## src/scalar_pkg.sv

```systemverilog
// Shared widths, opcodes, instruction formats and pipeline records; imported by every RTL module
package scalar_pkg;

	localparam int DATA_W    = 32;
	localparam int NUM_REGS  = 16;
	localparam int REG_IDX_W = 4;
	localparam int INSTR_W   = 32;
	localparam int IMM_W     = 16;
	localparam int PC_W      = 6;

	typedef enum logic [3:0] {
		OP_NOP  = 4'h0,
		OP_ADD  = 4'h1,
		OP_SUB  = 4'h2,
		OP_AND  = 4'h3,
		OP_OR   = 4'h4,
		OP_XOR  = 4'h5,
		OP_ADDI = 4'h6,
		OP_MOVI = 4'h7,
		OP_CMP  = 4'h8,
		OP_JMP  = 4'h9,
		OP_BRC  = 4'hA,
		OP_HALT = 4'hB
	} opcode_e;

	typedef enum logic [1:0] {
		COND_ALWAYS   = 2'd0,
		COND_ZERO     = 2'd1,
		COND_NOT_ZERO = 2'd2,
		COND_NEG      = 2'd3
	} cond_e;

	////////////////////
	// Instruction formats

	typedef struct packed {
		opcode_e               opcode;
		logic [REG_IDX_W-1:0]  dst;
		logic [REG_IDX_W-1:0]  src1;
		logic [REG_IDX_W-1:0]  src2;
		logic [15:0]           unused;
	} instr_reg_t;

	// For BRC the low two dst bits carry the condition
	typedef struct packed {
		opcode_e               opcode;
		logic [REG_IDX_W-1:0]  dst;
		logic [REG_IDX_W-1:0]  src1;
		logic [3:0]            spare;
		logic [IMM_W-1:0]      imm;
	} instr_imm_t;

	typedef union packed {
		instr_reg_t r;
		instr_imm_t i;
	} instr_u;

	////////////////////
	// Pipeline records

	typedef struct packed {
		logic             valid;
		logic [PC_W-1:0]  pc;
		instr_u           instr;
	} fetch_t;

	typedef struct packed {
		logic               valid;
		logic [PC_W-1:0]    pc;
		instr_u             instr;
		logic [DATA_W-1:0]  op1;
		logic [DATA_W-1:0]  op2;
	} exec_cmd_t;

	typedef struct packed {
		logic                  valid;
		logic [REG_IDX_W-1:0]  dst;
		logic [DATA_W-1:0]     data;
	} wb_t;

	typedef struct packed {
		logic zero;
		logic neg;
	} status_t;

	////////////////////
	// Opcode classes

	function automatic logic op_writes_reg(opcode_e op);
		return op inside {OP_ADD, OP_SUB, OP_AND, OP_OR, OP_XOR, OP_ADDI, OP_MOVI};
	endfunction

	function automatic logic op_sets_flags(opcode_e op);
		return op inside {OP_ADD, OP_SUB, OP_AND, OP_OR, OP_XOR, OP_ADDI, OP_MOVI, OP_CMP};
	endfunction

	function automatic logic op_reads_src1(opcode_e op);
		return op inside {OP_ADD, OP_SUB, OP_AND, OP_OR, OP_XOR, OP_ADDI, OP_CMP};
	endfunction

	function automatic logic op_reads_src2(opcode_e op);
		return op inside {OP_ADD, OP_SUB, OP_AND, OP_OR, OP_XOR, OP_CMP};
	endfunction

endpackage

```

## src/exec_unit.sv

```systemverilog
// Execution stage; ALU, status and condition registers, branch resolution and program end
`timescale 1ns/10ps

module exec_unit import scalar_pkg::*; (
	input  logic            clock,
	input  logic            reset,
	input  logic            run,
	input  exec_cmd_t       cmd,
	output wb_t             wb,
	output status_t         status,
	output logic            flag_busy,
	output logic            redirect,
	output logic [PC_W-1:0] target,
	output logic            halt,
	output logic            term
);

	opcode_e           op;
	cond_e             cond;
	logic [DATA_W-1:0] imm_ext;
	logic [DATA_W-1:0] result;
	logic              go;
	logic              cond_met;
	logic              taken;
	wb_t               wb_q;
	status_t           status_q;
	logic              taken_q;
	logic [PC_W-1:0]   target_q;
	logic              halt_q;
	logic              halted;

	////////////////////
	// Decode

	// Register view for the opcode, immediate view for operands and targets
	assign op      = cmd.instr.r.opcode;
	assign cond    = cond_e'(cmd.instr.i.dst[1:0]);
	assign imm_ext = {{(DATA_W-IMM_W){cmd.instr.i.imm[IMM_W-1]}}, cmd.instr.i.imm};

	// Nothing after HALT executes
	assign go        = cmd.valid & ~halted;
	assign flag_busy = go & op_sets_flags(op);

	always_comb begin
		case (op)
			OP_ADD:         result = cmd.op1 + cmd.op2;
			OP_SUB, OP_CMP: result = cmd.op1 - cmd.op2;
			OP_AND:         result = cmd.op1 & cmd.op2;
			OP_OR:          result = cmd.op1 | cmd.op2;
			OP_XOR:         result = cmd.op1 ^ cmd.op2;
			OP_ADDI:        result = cmd.op1 + imm_ext;
			OP_MOVI:        result = imm_ext;
			default:        result = '0;
		endcase
	end

	////////////////////
	// Branch resolution

	always_comb begin
		case (cond)
			COND_ZERO:     cond_met = status_q.zero;
			COND_NOT_ZERO: cond_met = ~status_q.zero;
			COND_NEG:      cond_met = status_q.neg;
			default:       cond_met = 1'b1;
		endcase
	end

	assign taken = go & ((op == OP_JMP) | ((op == OP_BRC) & cond_met));

	always_ff @(posedge clock) begin
		if (reset) begin
			wb_q     <= '0;
			status_q <= '0;
			taken_q  <= 1'b0;
			halt_q   <= 1'b0;
			halted   <= 1'b0;
		end else if (run) begin
			wb_q.valid <= go & op_writes_reg(op);
			wb_q.dst   <= cmd.instr.r.dst;
			wb_q.data  <= result;
			if (flag_busy) begin
				status_q.zero <= (result == '0);
				status_q.neg  <= result[DATA_W-1];
			end
			taken_q <= taken;
			halt_q  <= go & (op == OP_HALT);
			halted  <= halted | (go & (op == OP_HALT));
		end
		if (run) begin
			target_q <= cmd.instr.i.imm[PC_W-1:0];
		end
	end

	// Pulses are held back while the unit is frozen
	always_comb begin
		wb       = wb_q;
		wb.valid = wb_q.valid & run;
	end

	assign status   = status_q;
	assign redirect = taken_q & run;
	assign target   = target_q;
	assign halt     = halt_q & run;
	assign term     = halt_q & run;

	a_no_wb_at_term: assert property (@(posedge clock) disable iff (reset)
		!(wb.valid && term));

endmodule

```

## src/hazard_check.sv

```systemverilog
// Issue stage; holds fetched words against register and flag hazards, builds execution commands
`timescale 1ns/10ps

module hazard_check import scalar_pkg::*; (
	input  logic                 clock,
	input  logic                 reset,
	input  logic                 run,
	input  logic                 fetch_valid,
	input  instr_u               fetch_instr,
	input  logic [PC_W-1:0]      fetch_addr,
	input  logic                 redirect,
	output logic [REG_IDX_W-1:0] rd_idx1,
	output logic [REG_IDX_W-1:0] rd_idx2,
	input  logic [DATA_W-1:0]    rd_data1,
	input  logic [DATA_W-1:0]    rd_data2,
	output exec_cmd_t            cmd,
	input  wb_t                  wb,
	input  logic                 flag_busy,
	output logic                 stall
);

	fetch_t    rs;
	exec_cmd_t cmd_q;
	opcode_e   rs_op;
	logic      exe_writes;
	logic      src1_hit;
	logic      src2_hit;
	logic      hazard;
	logic      issue;

	// Register index still owed by execution or write-back
	function automatic logic pending(logic [REG_IDX_W-1:0] idx);
		return (exe_writes && cmd.instr.r.dst == idx) || (wb.valid && wb.dst == idx);
	endfunction

	assign rs_op   = rs.instr.r.opcode;
	assign rd_idx1 = rs.instr.r.src1;
	assign rd_idx2 = rs.instr.r.src2;

	// Command being executed this cycle is dropped by a redirect
	always_comb begin
		cmd       = cmd_q;
		cmd.valid = cmd_q.valid & ~redirect;
	end

	assign exe_writes = cmd.valid & op_writes_reg(cmd.instr.r.opcode);
	assign src1_hit   = op_reads_src1(rs_op) & pending(rd_idx1);
	assign src2_hit   = op_reads_src2(rs_op) & pending(rd_idx2);
	assign hazard     = src1_hit | src2_hit | ((rs_op == OP_BRC) & flag_busy);

	assign stall = rs.valid & hazard & ~redirect;
	assign issue = rs.valid & ~hazard & ~redirect;

	always_ff @(posedge clock) begin
		if (reset) begin
			rs.valid    <= 1'b0;
			cmd_q.valid <= 1'b0;
		end else if (run) begin
			if (redirect || !stall) begin
				rs.valid <= fetch_valid & ~redirect;
			end
			cmd_q.valid <= issue;
		end
		if (run && !stall) begin
			rs.pc    <= fetch_addr;
			rs.instr <= fetch_instr;
		end
		if (run) begin
			cmd_q.pc    <= rs.pc;
			cmd_q.instr <= rs.instr;
			cmd_q.op1   <= rd_data1;
			cmd_q.op2   <= rd_data2;
		end
	end

endmodule

```

## src/instr_store.sv

```systemverilog
// Instruction memory; written through the store port while halted, read by the fetch stage
`timescale 1ns/10ps

module instr_store import scalar_pkg::*; #(
	parameter int IMEM_DEPTH = 64
) (
	input  logic                          clock,
	input  logic                          reset,
	input  logic                          st_req,
	input  logic [$clog2(IMEM_DEPTH)-1:0] st_addr,
	input  instr_u                        st_instr,
	output logic                          st_ack,
	input  logic                          fetch_req,
	input  logic [$clog2(IMEM_DEPTH)-1:0] fetch_addr,
	output instr_u                        fetch_instr
);

	instr_u mem [IMEM_DEPTH];

	// Ack follows the request by one cycle
	always_ff @(posedge clock) begin
		if (reset) begin
			st_ack <= 1'b0;
		end else begin
			st_ack <= st_req;
		end
	end

	always_ff @(posedge clock) begin
		if (st_req) begin
			mem[st_addr] <= st_instr;
		end
		if (fetch_req) begin
			fetch_instr <= mem[fetch_addr];
		end
	end

	// Program loading and execution never overlap
	a_no_store_in_fetch: assert property (@(posedge clock) disable iff (reset)
		!(st_req && fetch_req));

endmodule

```

## src/program_counter.sv

```systemverilog
// Program address control; steps the fetch address, takes branch targets and stops on halt
`timescale 1ns/10ps

module program_counter #(
	parameter int IMEM_DEPTH = 64
) (
	input  logic                          clock,
	input  logic                          reset,
	input  logic                          run,
	input  logic                          stall,
	input  logic                          redirect,
	input  logic [$clog2(IMEM_DEPTH)-1:0] target,
	input  logic                          halt,
	output logic                          fetch_req,
	output logic [$clog2(IMEM_DEPTH)-1:0] fetch_addr
);

	localparam int ADDR_W = $clog2(IMEM_DEPTH);

	logic [ADDR_W-1:0] pc;
	logic              halted;

	// No fetch in the redirect cycle, the slot is discarded anyway
	assign fetch_req  = run & ~halted & ~stall & ~redirect;
	assign fetch_addr = pc;

	always_ff @(posedge clock) begin
		if (reset) begin
			pc     <= '0;
			halted <= 1'b0;
		end else if (run) begin
			if (halt) begin
				halted <= 1'b1;
			end
			if (redirect) begin
				pc <= target;
			end else if (fetch_req) begin
				pc <= pc + 1'b1;
			end
		end
	end

	// A single instruction either branches or ends the program
	a_redirect_halt_excl: assert property (@(posedge clock) disable iff (reset)
		!(redirect && halt));

endmodule

```

## src/reg_bank.sv

```systemverilog
// One register bank, two asynchronous read ports and one write port; used for even and odd rows
`timescale 1ns/10ps

module reg_bank import scalar_pkg::*; (
	input  logic                 clock,
	input  logic                 reset,
	input  logic                 we,
	input  logic [REG_IDX_W-2:0] waddr,
	input  logic [DATA_W-1:0]    wdata,
	input  logic [REG_IDX_W-2:0] raddr1,
	input  logic [REG_IDX_W-2:0] raddr2,
	output logic [DATA_W-1:0]    rdata1,
	output logic [DATA_W-1:0]    rdata2
);

	logic [DATA_W-1:0] rows [NUM_REGS/2];

	always_ff @(posedge clock) begin
		if (reset) begin
			for (int i = 0; i < NUM_REGS/2; i++) begin
				rows[i] <= '0;
			end
		end else if (we) begin
			rows[waddr] <= wdata;
		end
	end

	assign rdata1 = rows[raddr1];
	assign rdata2 = rows[raddr2];

endmodule

```

## src/reg_file.sv

```systemverilog
// Register file split into even and odd banks by the low index bit
`timescale 1ns/10ps

module reg_file import scalar_pkg::*; (
	input  logic                 clock,
	input  logic                 reset,
	input  logic [REG_IDX_W-1:0] rd_idx1,
	input  logic [REG_IDX_W-1:0] rd_idx2,
	output logic [DATA_W-1:0]    rd_data1,
	output logic [DATA_W-1:0]    rd_data2,
	input  wb_t                  wb
);

	logic [DATA_W-1:0] even1;
	logic [DATA_W-1:0] even2;
	logic [DATA_W-1:0] odd1;
	logic [DATA_W-1:0] odd2;

	// Both banks see both row addresses, low bit picks the result
	reg_bank even_bank (
		.clock  (clock),
		.reset  (reset),
		.we     (wb.valid & ~wb.dst[0]),
		.waddr  (wb.dst[REG_IDX_W-1:1]),
		.wdata  (wb.data),
		.raddr1 (rd_idx1[REG_IDX_W-1:1]),
		.raddr2 (rd_idx2[REG_IDX_W-1:1]),
		.rdata1 (even1),
		.rdata2 (even2)
	);

	reg_bank odd_bank (
		.clock  (clock),
		.reset  (reset),
		.we     (wb.valid & wb.dst[0]),
		.waddr  (wb.dst[REG_IDX_W-1:1]),
		.wdata  (wb.data),
		.raddr1 (rd_idx1[REG_IDX_W-1:1]),
		.raddr2 (rd_idx2[REG_IDX_W-1:1]),
		.rdata1 (odd1),
		.rdata2 (odd2)
	);

	assign rd_data1 = rd_idx1[0] ? odd1 : even1;
	assign rd_data2 = rd_idx2[0] ? odd2 : even2;

endmodule

```

## src/scalar_unit.sv

```systemverilog
// Top level of the scalar processor; connects fetch, issue, register file and execution
`timescale 1ns/10ps

module scalar_unit import scalar_pkg::*; #(
	parameter int IMEM_DEPTH = 64
) (
	input  logic                          clock,
	input  logic                          reset,
	input  logic                          run,
	input  logic                          st_req,
	input  logic [$clog2(IMEM_DEPTH)-1:0] st_addr,
	input  instr_u                        st_instr,
	output logic                          st_ack,
	output wb_t                           wb,
	output status_t                       status,
	output logic                          term
);

	localparam int ADDR_W = $clog2(IMEM_DEPTH);

	logic                 fetch_req;
	logic [ADDR_W-1:0]    fetch_addr;
	instr_u               fetch_instr;
	logic                 fetch_valid;
	logic [ADDR_W-1:0]    fetch_pc;
	logic                 stall;
	logic                 redirect;
	logic [PC_W-1:0]      target;
	logic                 halt;
	logic                 flag_busy;
	logic [REG_IDX_W-1:0] rd_idx1;
	logic [REG_IDX_W-1:0] rd_idx2;
	logic [DATA_W-1:0]    rd_data1;
	logic [DATA_W-1:0]    rd_data2;
	exec_cmd_t            cmd;

	program_counter #(.IMEM_DEPTH(IMEM_DEPTH)) i_program_counter (
		.clock, .reset, .run, .stall, .redirect, .target, .halt,
		.fetch_req, .fetch_addr
	);

	instr_store #(.IMEM_DEPTH(IMEM_DEPTH)) i_instr_store (
		.clock, .reset, .st_req, .st_addr, .st_instr, .st_ack,
		.fetch_req, .fetch_addr, .fetch_instr
	);

	// Fetch stage tag, follows the memory read by one cycle
	always_ff @(posedge clock) begin
		if (reset) begin
			fetch_valid <= 1'b0;
		end else if (run && (redirect || !stall)) begin
			fetch_valid <= fetch_req;
		end
		if (fetch_req) begin
			fetch_pc <= fetch_addr;
		end
	end

	hazard_check i_hazard_check (
		.clock, .reset, .run, .fetch_valid, .fetch_instr,
		.fetch_addr (fetch_pc),
		.redirect, .rd_idx1, .rd_idx2, .rd_data1, .rd_data2,
		.cmd, .wb, .flag_busy, .stall
	);

	reg_file i_reg_file (
		.clock, .reset, .rd_idx1, .rd_idx2, .rd_data1, .rd_data2, .wb
	);

	exec_unit i_exec_unit (
		.clock, .reset, .run, .cmd, .wb, .status, .flag_busy,
		.redirect, .target, .halt, .term
	);

endmodule

```

## config.mk

```make
export PLATFORM = sky130hd
export DESIGN_NAME = scalar_unit
export DESIGN_NICKNAME = d
export VERILOG_FILES = /design/src/scalar_pkg.sv /design/src/exec_unit.sv /design/src/hazard_check.sv /design/src/instr_store.sv /design/src/program_counter.sv /design/src/reg_bank.sv /design/src/reg_file.sv /design/src/scalar_unit.sv
export SDC_FILE = /design/constraint.sdc
export NUM_CORES = 2
export LEC_CHECK = 0
export BUFFER_PORTS_ARGS = -buffer_cell sky130_fd_sc_hd__buf_2
export CAP_MARGIN = 20
export CORE_MARGIN = 10
export CORE_UTILIZATION = 57
export DETAILED_ROUTE_END_ITERATION = 16
export GPL_ROUTABILITY_DRIVEN = 1
export GPL_TIMING_DRIVEN = 1
export PLACE_DENSITY = 0.76
export SKIP_CTS_REPAIR_TIMING = 1
export SKIP_LAST_GASP = 1
export SYNTH_ARGS = -nofsm -noshare
export SYNTH_HDL_FRONTEND = slang
export SYNTH_SLANG_ARGS = --single-unit
```

## constraint.sdc

```tcl
create_clock -name clock -period 5.1 [get_ports clock]
set_input_delay 0 -clock clock [delete_from_list [all_inputs] [get_ports clock]]
set_output_delay 0 -clock clock [all_outputs]
set_load 0.1 [all_outputs]
```

After elaboration in Yosys (flattened, before gate mapping)
Memory sizes are Yosys's and may differ from the RTL's. A register that Yosys moved wholly into a read port is not among the register bits.
Index checks and enable logic that the tools add are counted.

word-level totals
  bits in registers = 187
  memory bits (writable) = 2560
  bits of input ports = 42
  output and inout port bits = 41
  logic and storage cells = 139
  memories = 3

memories
  name                       depth  bits a word  rd ports  clocked after memory_dff  wr ports  line               source
  i_instr_store.mem          64     32           1         1                         1         instr_store.sv:18  instr_u mem [IMEM_DEPTH];
  i_reg_file.even_bank.rows  8      32           2         2                         8         reg_bank.sv:16     logic [DATA_W-1:0] rows [NUM_REGS/2];
  i_reg_file.odd_bank.rows   8      32           2         2                         8         reg_bank.sv:16

operators by class
  $add $sub $neg = 4
  eq/ne operators = 26
  muxes and demuxes = 26
  bitwise operators = 38
  reductions and logical operators = 23

operators with widths
  cell                   count
  $pmux W32 S7           1
  $mux W32               4
  $add A32 B32 Y32       2
  $reduce_or A32 Y1      2
  $and A32 B32 Y32       1
  $logic_not A32 Y1      1
  $or A32 B32 Y32        1
  $sub A32 B32 Y32       1
  $xor A32 B32 Y32       1
  $eq A4 B3 Y1 const B   7
  $and A1 B1 Y1          24
  $eq A4 B4 Y1 const B   6
  $mux W3                6
  $eq A4 B2 Y1 const B   4
  $eq A4 B4 Y1           4
  $reduce_bool A7 Y1     2
  $mux W1                12
  $mux W6                2
  $eq A4 B1 Y1 const B   2
  $reduce_and A2 Y1      4
  $reduce_bool A8 Y1     1
  $not A1 Y1             7
  $add A6 B1 Y6 const B  1
  $logic_and A1 B1 Y1    6
  other kinds (9)        15

Longest topological paths before layout
  depth after elaboration = 16
  depth in mapped cells = 23

Hierarchy
A second synthesis with hierarchy kept.

second synthesis, totals
  cells, all modules = 6628
  area total of the unflattened synthesis = 120650.7 µm²

by module, submodules not included
  module           times used  cells an instance  area each (µm²)
  instr_store      1           3508               78818.1
  reg_bank         2           843                13645.6
  exec_unit        1           996                7338.3
  hazard_check     1           301                5424.0
  reg_file         1           74                 1101.1
  program_counter  1           51                 434.2
  scalar_unit      1           12                 244.0

Least setup slack after synthesis
No wires, ideal clock.

  kind = reg2reg
  from = register i_hazard_check.cmd_q, in the netlist i_hazard_check.cmd[1]
  to = register i_exec_unit.status_q, in the netlist i_exec_unit.status[1]
  library setup time = 0.059 ns
  arrival = 5.214 ns
  data required time = 5.041 ns
  path slack = -0.173 ns
  stages on the path, launching flop included = 19
  cells stage by stage = edfxtp_1 or3_4 or4_4 or4_1 or3_1 or3_1 a221o_1 ha_1 a21oi_1 o21ai_0 or4_1 a21oi_1 a21oi_1 or3_1 a31oi_1 o2111ai_1 nor4_1 and4_1 a31o_1

on the way
  word-level cells in the longest chain between the ends = 3
  elaborated cells on any way between the ends = 7
  those cells by class = add/sub (2); mux (1); bitwise (3); reduce/logical (1)

ends and longest elaborated chain
  what                                            line                source
  start: declaration                              hazard_check.sv:23  exec_cmd_t cmd_q;
  $sub A32 B32 Y32, or another cell as far along  exec_unit.sv:47     OP_SUB, OP_CMP: result = cmd.op1 - cmd.op2;
  $pmux W32 S7 *                                  exec_unit.sv:45     case (op)
  $logic_not A32 Y1 *                             exec_unit.sv:83     status_q.zero <= (result == '0);
  end: declaration                                exec_unit.sv:26     status_t status_q;

Every way passes the cells marked *; elsewhere a longest branch is shown, timed or not.
A chain may end at the register's enable or synchronous reset.

Final worst setup path
  from = register i_hazard_check.cmd_q, in the netlist i_hazard_check.cmd[2]
  to = register i_exec_unit.status_q, in the netlist i_exec_unit.status[1]

Same word-level chain as after synthesis.

==> summary.txt <==
status - finished, violations left
failing checks - setup timing
non-filler cells in the finished layout - 8938
Crit. End Element - flip-flop
Reg2Reg Depth - 18
drt drc - 0
via/cell ratio - 6.90
most used routing layer - met2
PnR worst setup slack - -308 ps
commonest cells after routing, fill and taps aside - edfxtp_1, mux4_2, and2_1
Area after DPL - 122000 um2
Placed Cells - 8350
slew margin rel. - 0.239
post-DP HPWL - 177 mm
CTS Buf Count - 292
Reg clk slew, reported paths - 70 ps
total power - 51.6 mW
FF-to-FF Start - i_hazard_check.cmd[2]
synthesized cell area - 117000 um2
Final Setup Violations - 3
register area share after synthesis - 0.710
fraction of registers with async set/reset - 0
vias in the first global route - 62604
worst slew pin tran - 1140 ps
Fin. Hold Viols - 0
worst hold path type - input port to flip-flop
CP startpoint kind - flip-flop
placer's final routability congestion estimate - 0.890
Total Wirelength - 319 mm
hold path endpoint - i_instr_store.mem[16][6]
initial drt markers - 9391
reg2reg end - i_exec_unit.status[1]
Post-synth EDFFs - 2718
met1 usage - 0.364
commonest non-fill, non-tap cell in the layout - edfxtp_1
TritonCTS clock tree - done
Port Buffer Count - 82
global route overflow - 0
critical path type - flip-flop to flip-flop
register area - 82800 um2
Reg2Reg Setup Slack - -310 ps
Pre-antenna DRT Iters - 6
# rows - 165
Die Width - 472 um
Max Cap Viol - 0
ANT nets after route - 0
Clock Root Buffer - clkbuf_16
initial antenna violation count - 23
WP data arrival - 6270 ps
P per Cell Area - 391 nW/um2
Synth Flop Type - edfxtp_1
post-route cell area - 132000 um2
Worst-Skew Late Latency - 940 ps
net count after synthesis - 5858
Initial Util - 0.575
CP max FO - 4
max-slew violations - 0
area delta synth->final - 13.4%
Die H - 472 um
YS warnings - 0
Gate Count Post-Synth - 5712
first-pass GRT wire length - 456 mm
#FFs+latches synth - 2777
P_leak - 42.6 nW
clock buffer depth - 4
Final Critical Period - 5410 ps
WL/cell - 35.7 um
H-tree depth - 5
hold_ws - 26.3 ps
area of the multi-input gates - 32700 um2
clock sink count - 2777
RSZ-0062 raised after global routing - true
via count - 61632
pre-CTS setup slack - -423 ps
fraction of layout cells with a size suffix above 1 - 0.308
fmax - 0.185 GHz
FILL cells - 12639
Finished Core Util - 0.652
die area - 223000 um2
M2 GR Usage - 0.469
nets@finish - 6204
VDD IR-drop max - 0.345 mV
min-delay src - st_instr[6]
final setup TNS - -385 ps
final worst-path cycle share - 1.06
IO Pins - 83
Crit path required time - 5960 ps
Clock Skews - 80.4 ps
total global-route track usage - 0.283
largest net degree at the start of global routing - 68
Distinct cells, synth - 76
Mean Syn Cell Area - 20.4 um2
M3 GR Usage - 0.0559
Core Area - 203000 um2
Worst Hold Path Cells - 2
-- sequential cells by signal, summed over array words and instances, names as in the netlist, named ones only --
name	cells
i_reg_file.even_bank.rows	256
i_instr_store.mem	2048
fetch_valid	1
i_exec_unit.taken_q	1
i_reg_file.odd_bank.rows	256
i_instr_store.fetch_instr	32
i_program_counter.fetch_addr	6
i_hazard_check.cmd	88
i_hazard_check.rs	25
i_instr_store.st_ack	1
i_exec_unit.halted	1
i_exec_unit.wb	36
i_hazard_check.rd_idx1	4
i_hazard_check.rd_idx2	4
i_exec_unit.halt_q	1
i_program_counter.halted	1
i_exec_unit.status	2
i_hazard_check.cmd_q	1
i_exec_unit.target	6
i_exec_unit.wb_q	1
-- per-layer routing --
layer | wire (um) | vias to the layer above | part of all wire
met2 | 159000 | 4208 | 0.50
met4 | 17900 | 12 | 0.056
li1 | - | 24275 | -
met1 | 110000 | 32225 | 0.34
met5 | 92 | - | 0.00029
met3 | 32600 | 912 | 0.10
-- worst max path at each step --
stage	from	to	cells after the start
after global placement	i_hazard_check.cmd[1]	i_exec_unit.status[1]	22
final	i_hazard_check.cmd[2]	i_exec_unit.status[1]	18
after detailed placement	i_hazard_check.cmd[1]	i_exec_unit.status[1]	22
after CTS	i_hazard_check.cmd[2]	i_exec_unit.status[1]	22
after floorplan	i_hazard_check.cmd[1]	i_exec_unit.status[1]	20
after global routing	i_hazard_check.cmd[0]	i_exec_unit.status[1]	20
-- power by group --
part / internal, mW / total [mW] / leakage, nW / switching, mW
clock: 11.5 / 20.2 / 4.29 / 8.64
sequential: 25.5 / 26.0 / 25.8 / 0.522
combinational: 2.46 / 5.44 / 12.5 / 2.97
total: 39.5 / 51.6 / 42.6 / 12.1
-- worst max-delay path: stages (launching register included) --
cell       delay [ps]
edfxtp_1          380
or3_4             390
or4_4             440
or4_4             440
or3_4             340
or3_4             360
a221o_2           450
ha_4              250
a21oi_4           140
o21ai_2            70
or4_4             490
a21oi_2           120
a21oi_1            70
or3_1             330
a31oi_2           210
o2111ai_2         150
nor4_2            310
and4_1            270
a31o_1            150
-- Yosys cell counts (3+ instances only) --
cell	count	share of area
xor2_1	23	0.0017
nor3_1	40	0.0017
nor4b_1	3	0.00023
a221oi_1	10	0.00075
buf_1	71	0.0023
nor2b_1	10	0.00054
ha_1	103	0.011
nand3_1	24	0.0010
o211ai_1	10	0.00064
or4_4	3	0.00029
nand2b_1	7	0.00038
a21oi_1	63	0.0027
edfxtp_1	2718	0.70
o21a_1	7	0.00045
o41ai_1	3	0.00023
o311ai_0	10	0.00075
a31oi_1	6	0.00032
mux4_2	992	0.19
or2_2	7	0.00038
a21o_1	14	0.00090
nand3b_1	6	0.00039
xnor2_1	20	0.0015
o21ai_0	93	0.0040
a311oi_1	5	0.00038
and4_1	4	0.00030
nor2_1	184	0.0059
o211a_1	4	0.00034
a22o_1	8	0.00060
clkbuf_1	292	0.0094
a221o_1	21	0.0018
and3_1	9	0.00048
a22oi_1	5	0.00032
dfxtp_1	59	0.010
a222oi_1	8	0.00069
inv_1	92	0.0030
a211oi_1	31	0.0020
nor4_1	11	0.00059
buf_4	36	0.0023
mux2i_1	20	0.0017
and2_1	518	0.028
nand4_1	17	0.00091
nor3b_1	4	0.00026
nand2_1	79	0.0025
or3_1	16	0.00086
-- area by class of cell --
cell class | count | area share
flip-flops and latches | 2777 | 0.626
multi-input cells | 2441 | 0.247
inverters | 93 | 0.00264
well taps | 2672 | 0.0253
clock buffers | 358 | 0.0583
repair buffers | 453 | 0.0317
diodes | 8 | 0.000151
clock inverters | 136 | 0.00832
-- kinds of logic (layout without fill, tap and decap cells) --
family / after synthesis / count (layout) / synth area share
DFF: 2777 / 2777 / 0.710
other: 0 / 8 / 0
xor gates and xnor gates: 43 / 43 / 0.00323
AOI/OAI and AO/OA: 327 / 327 / 0.0190
and+or+nand+nor: 953 / 953 / 0.0455
muxes: 1014 / 1014 / 0.194
adders and majority gates: 104 / 104 / 0.0112
buffers and inverters: 494 / 1040 / 0.0171
Power figures use the tool's default switching activity.
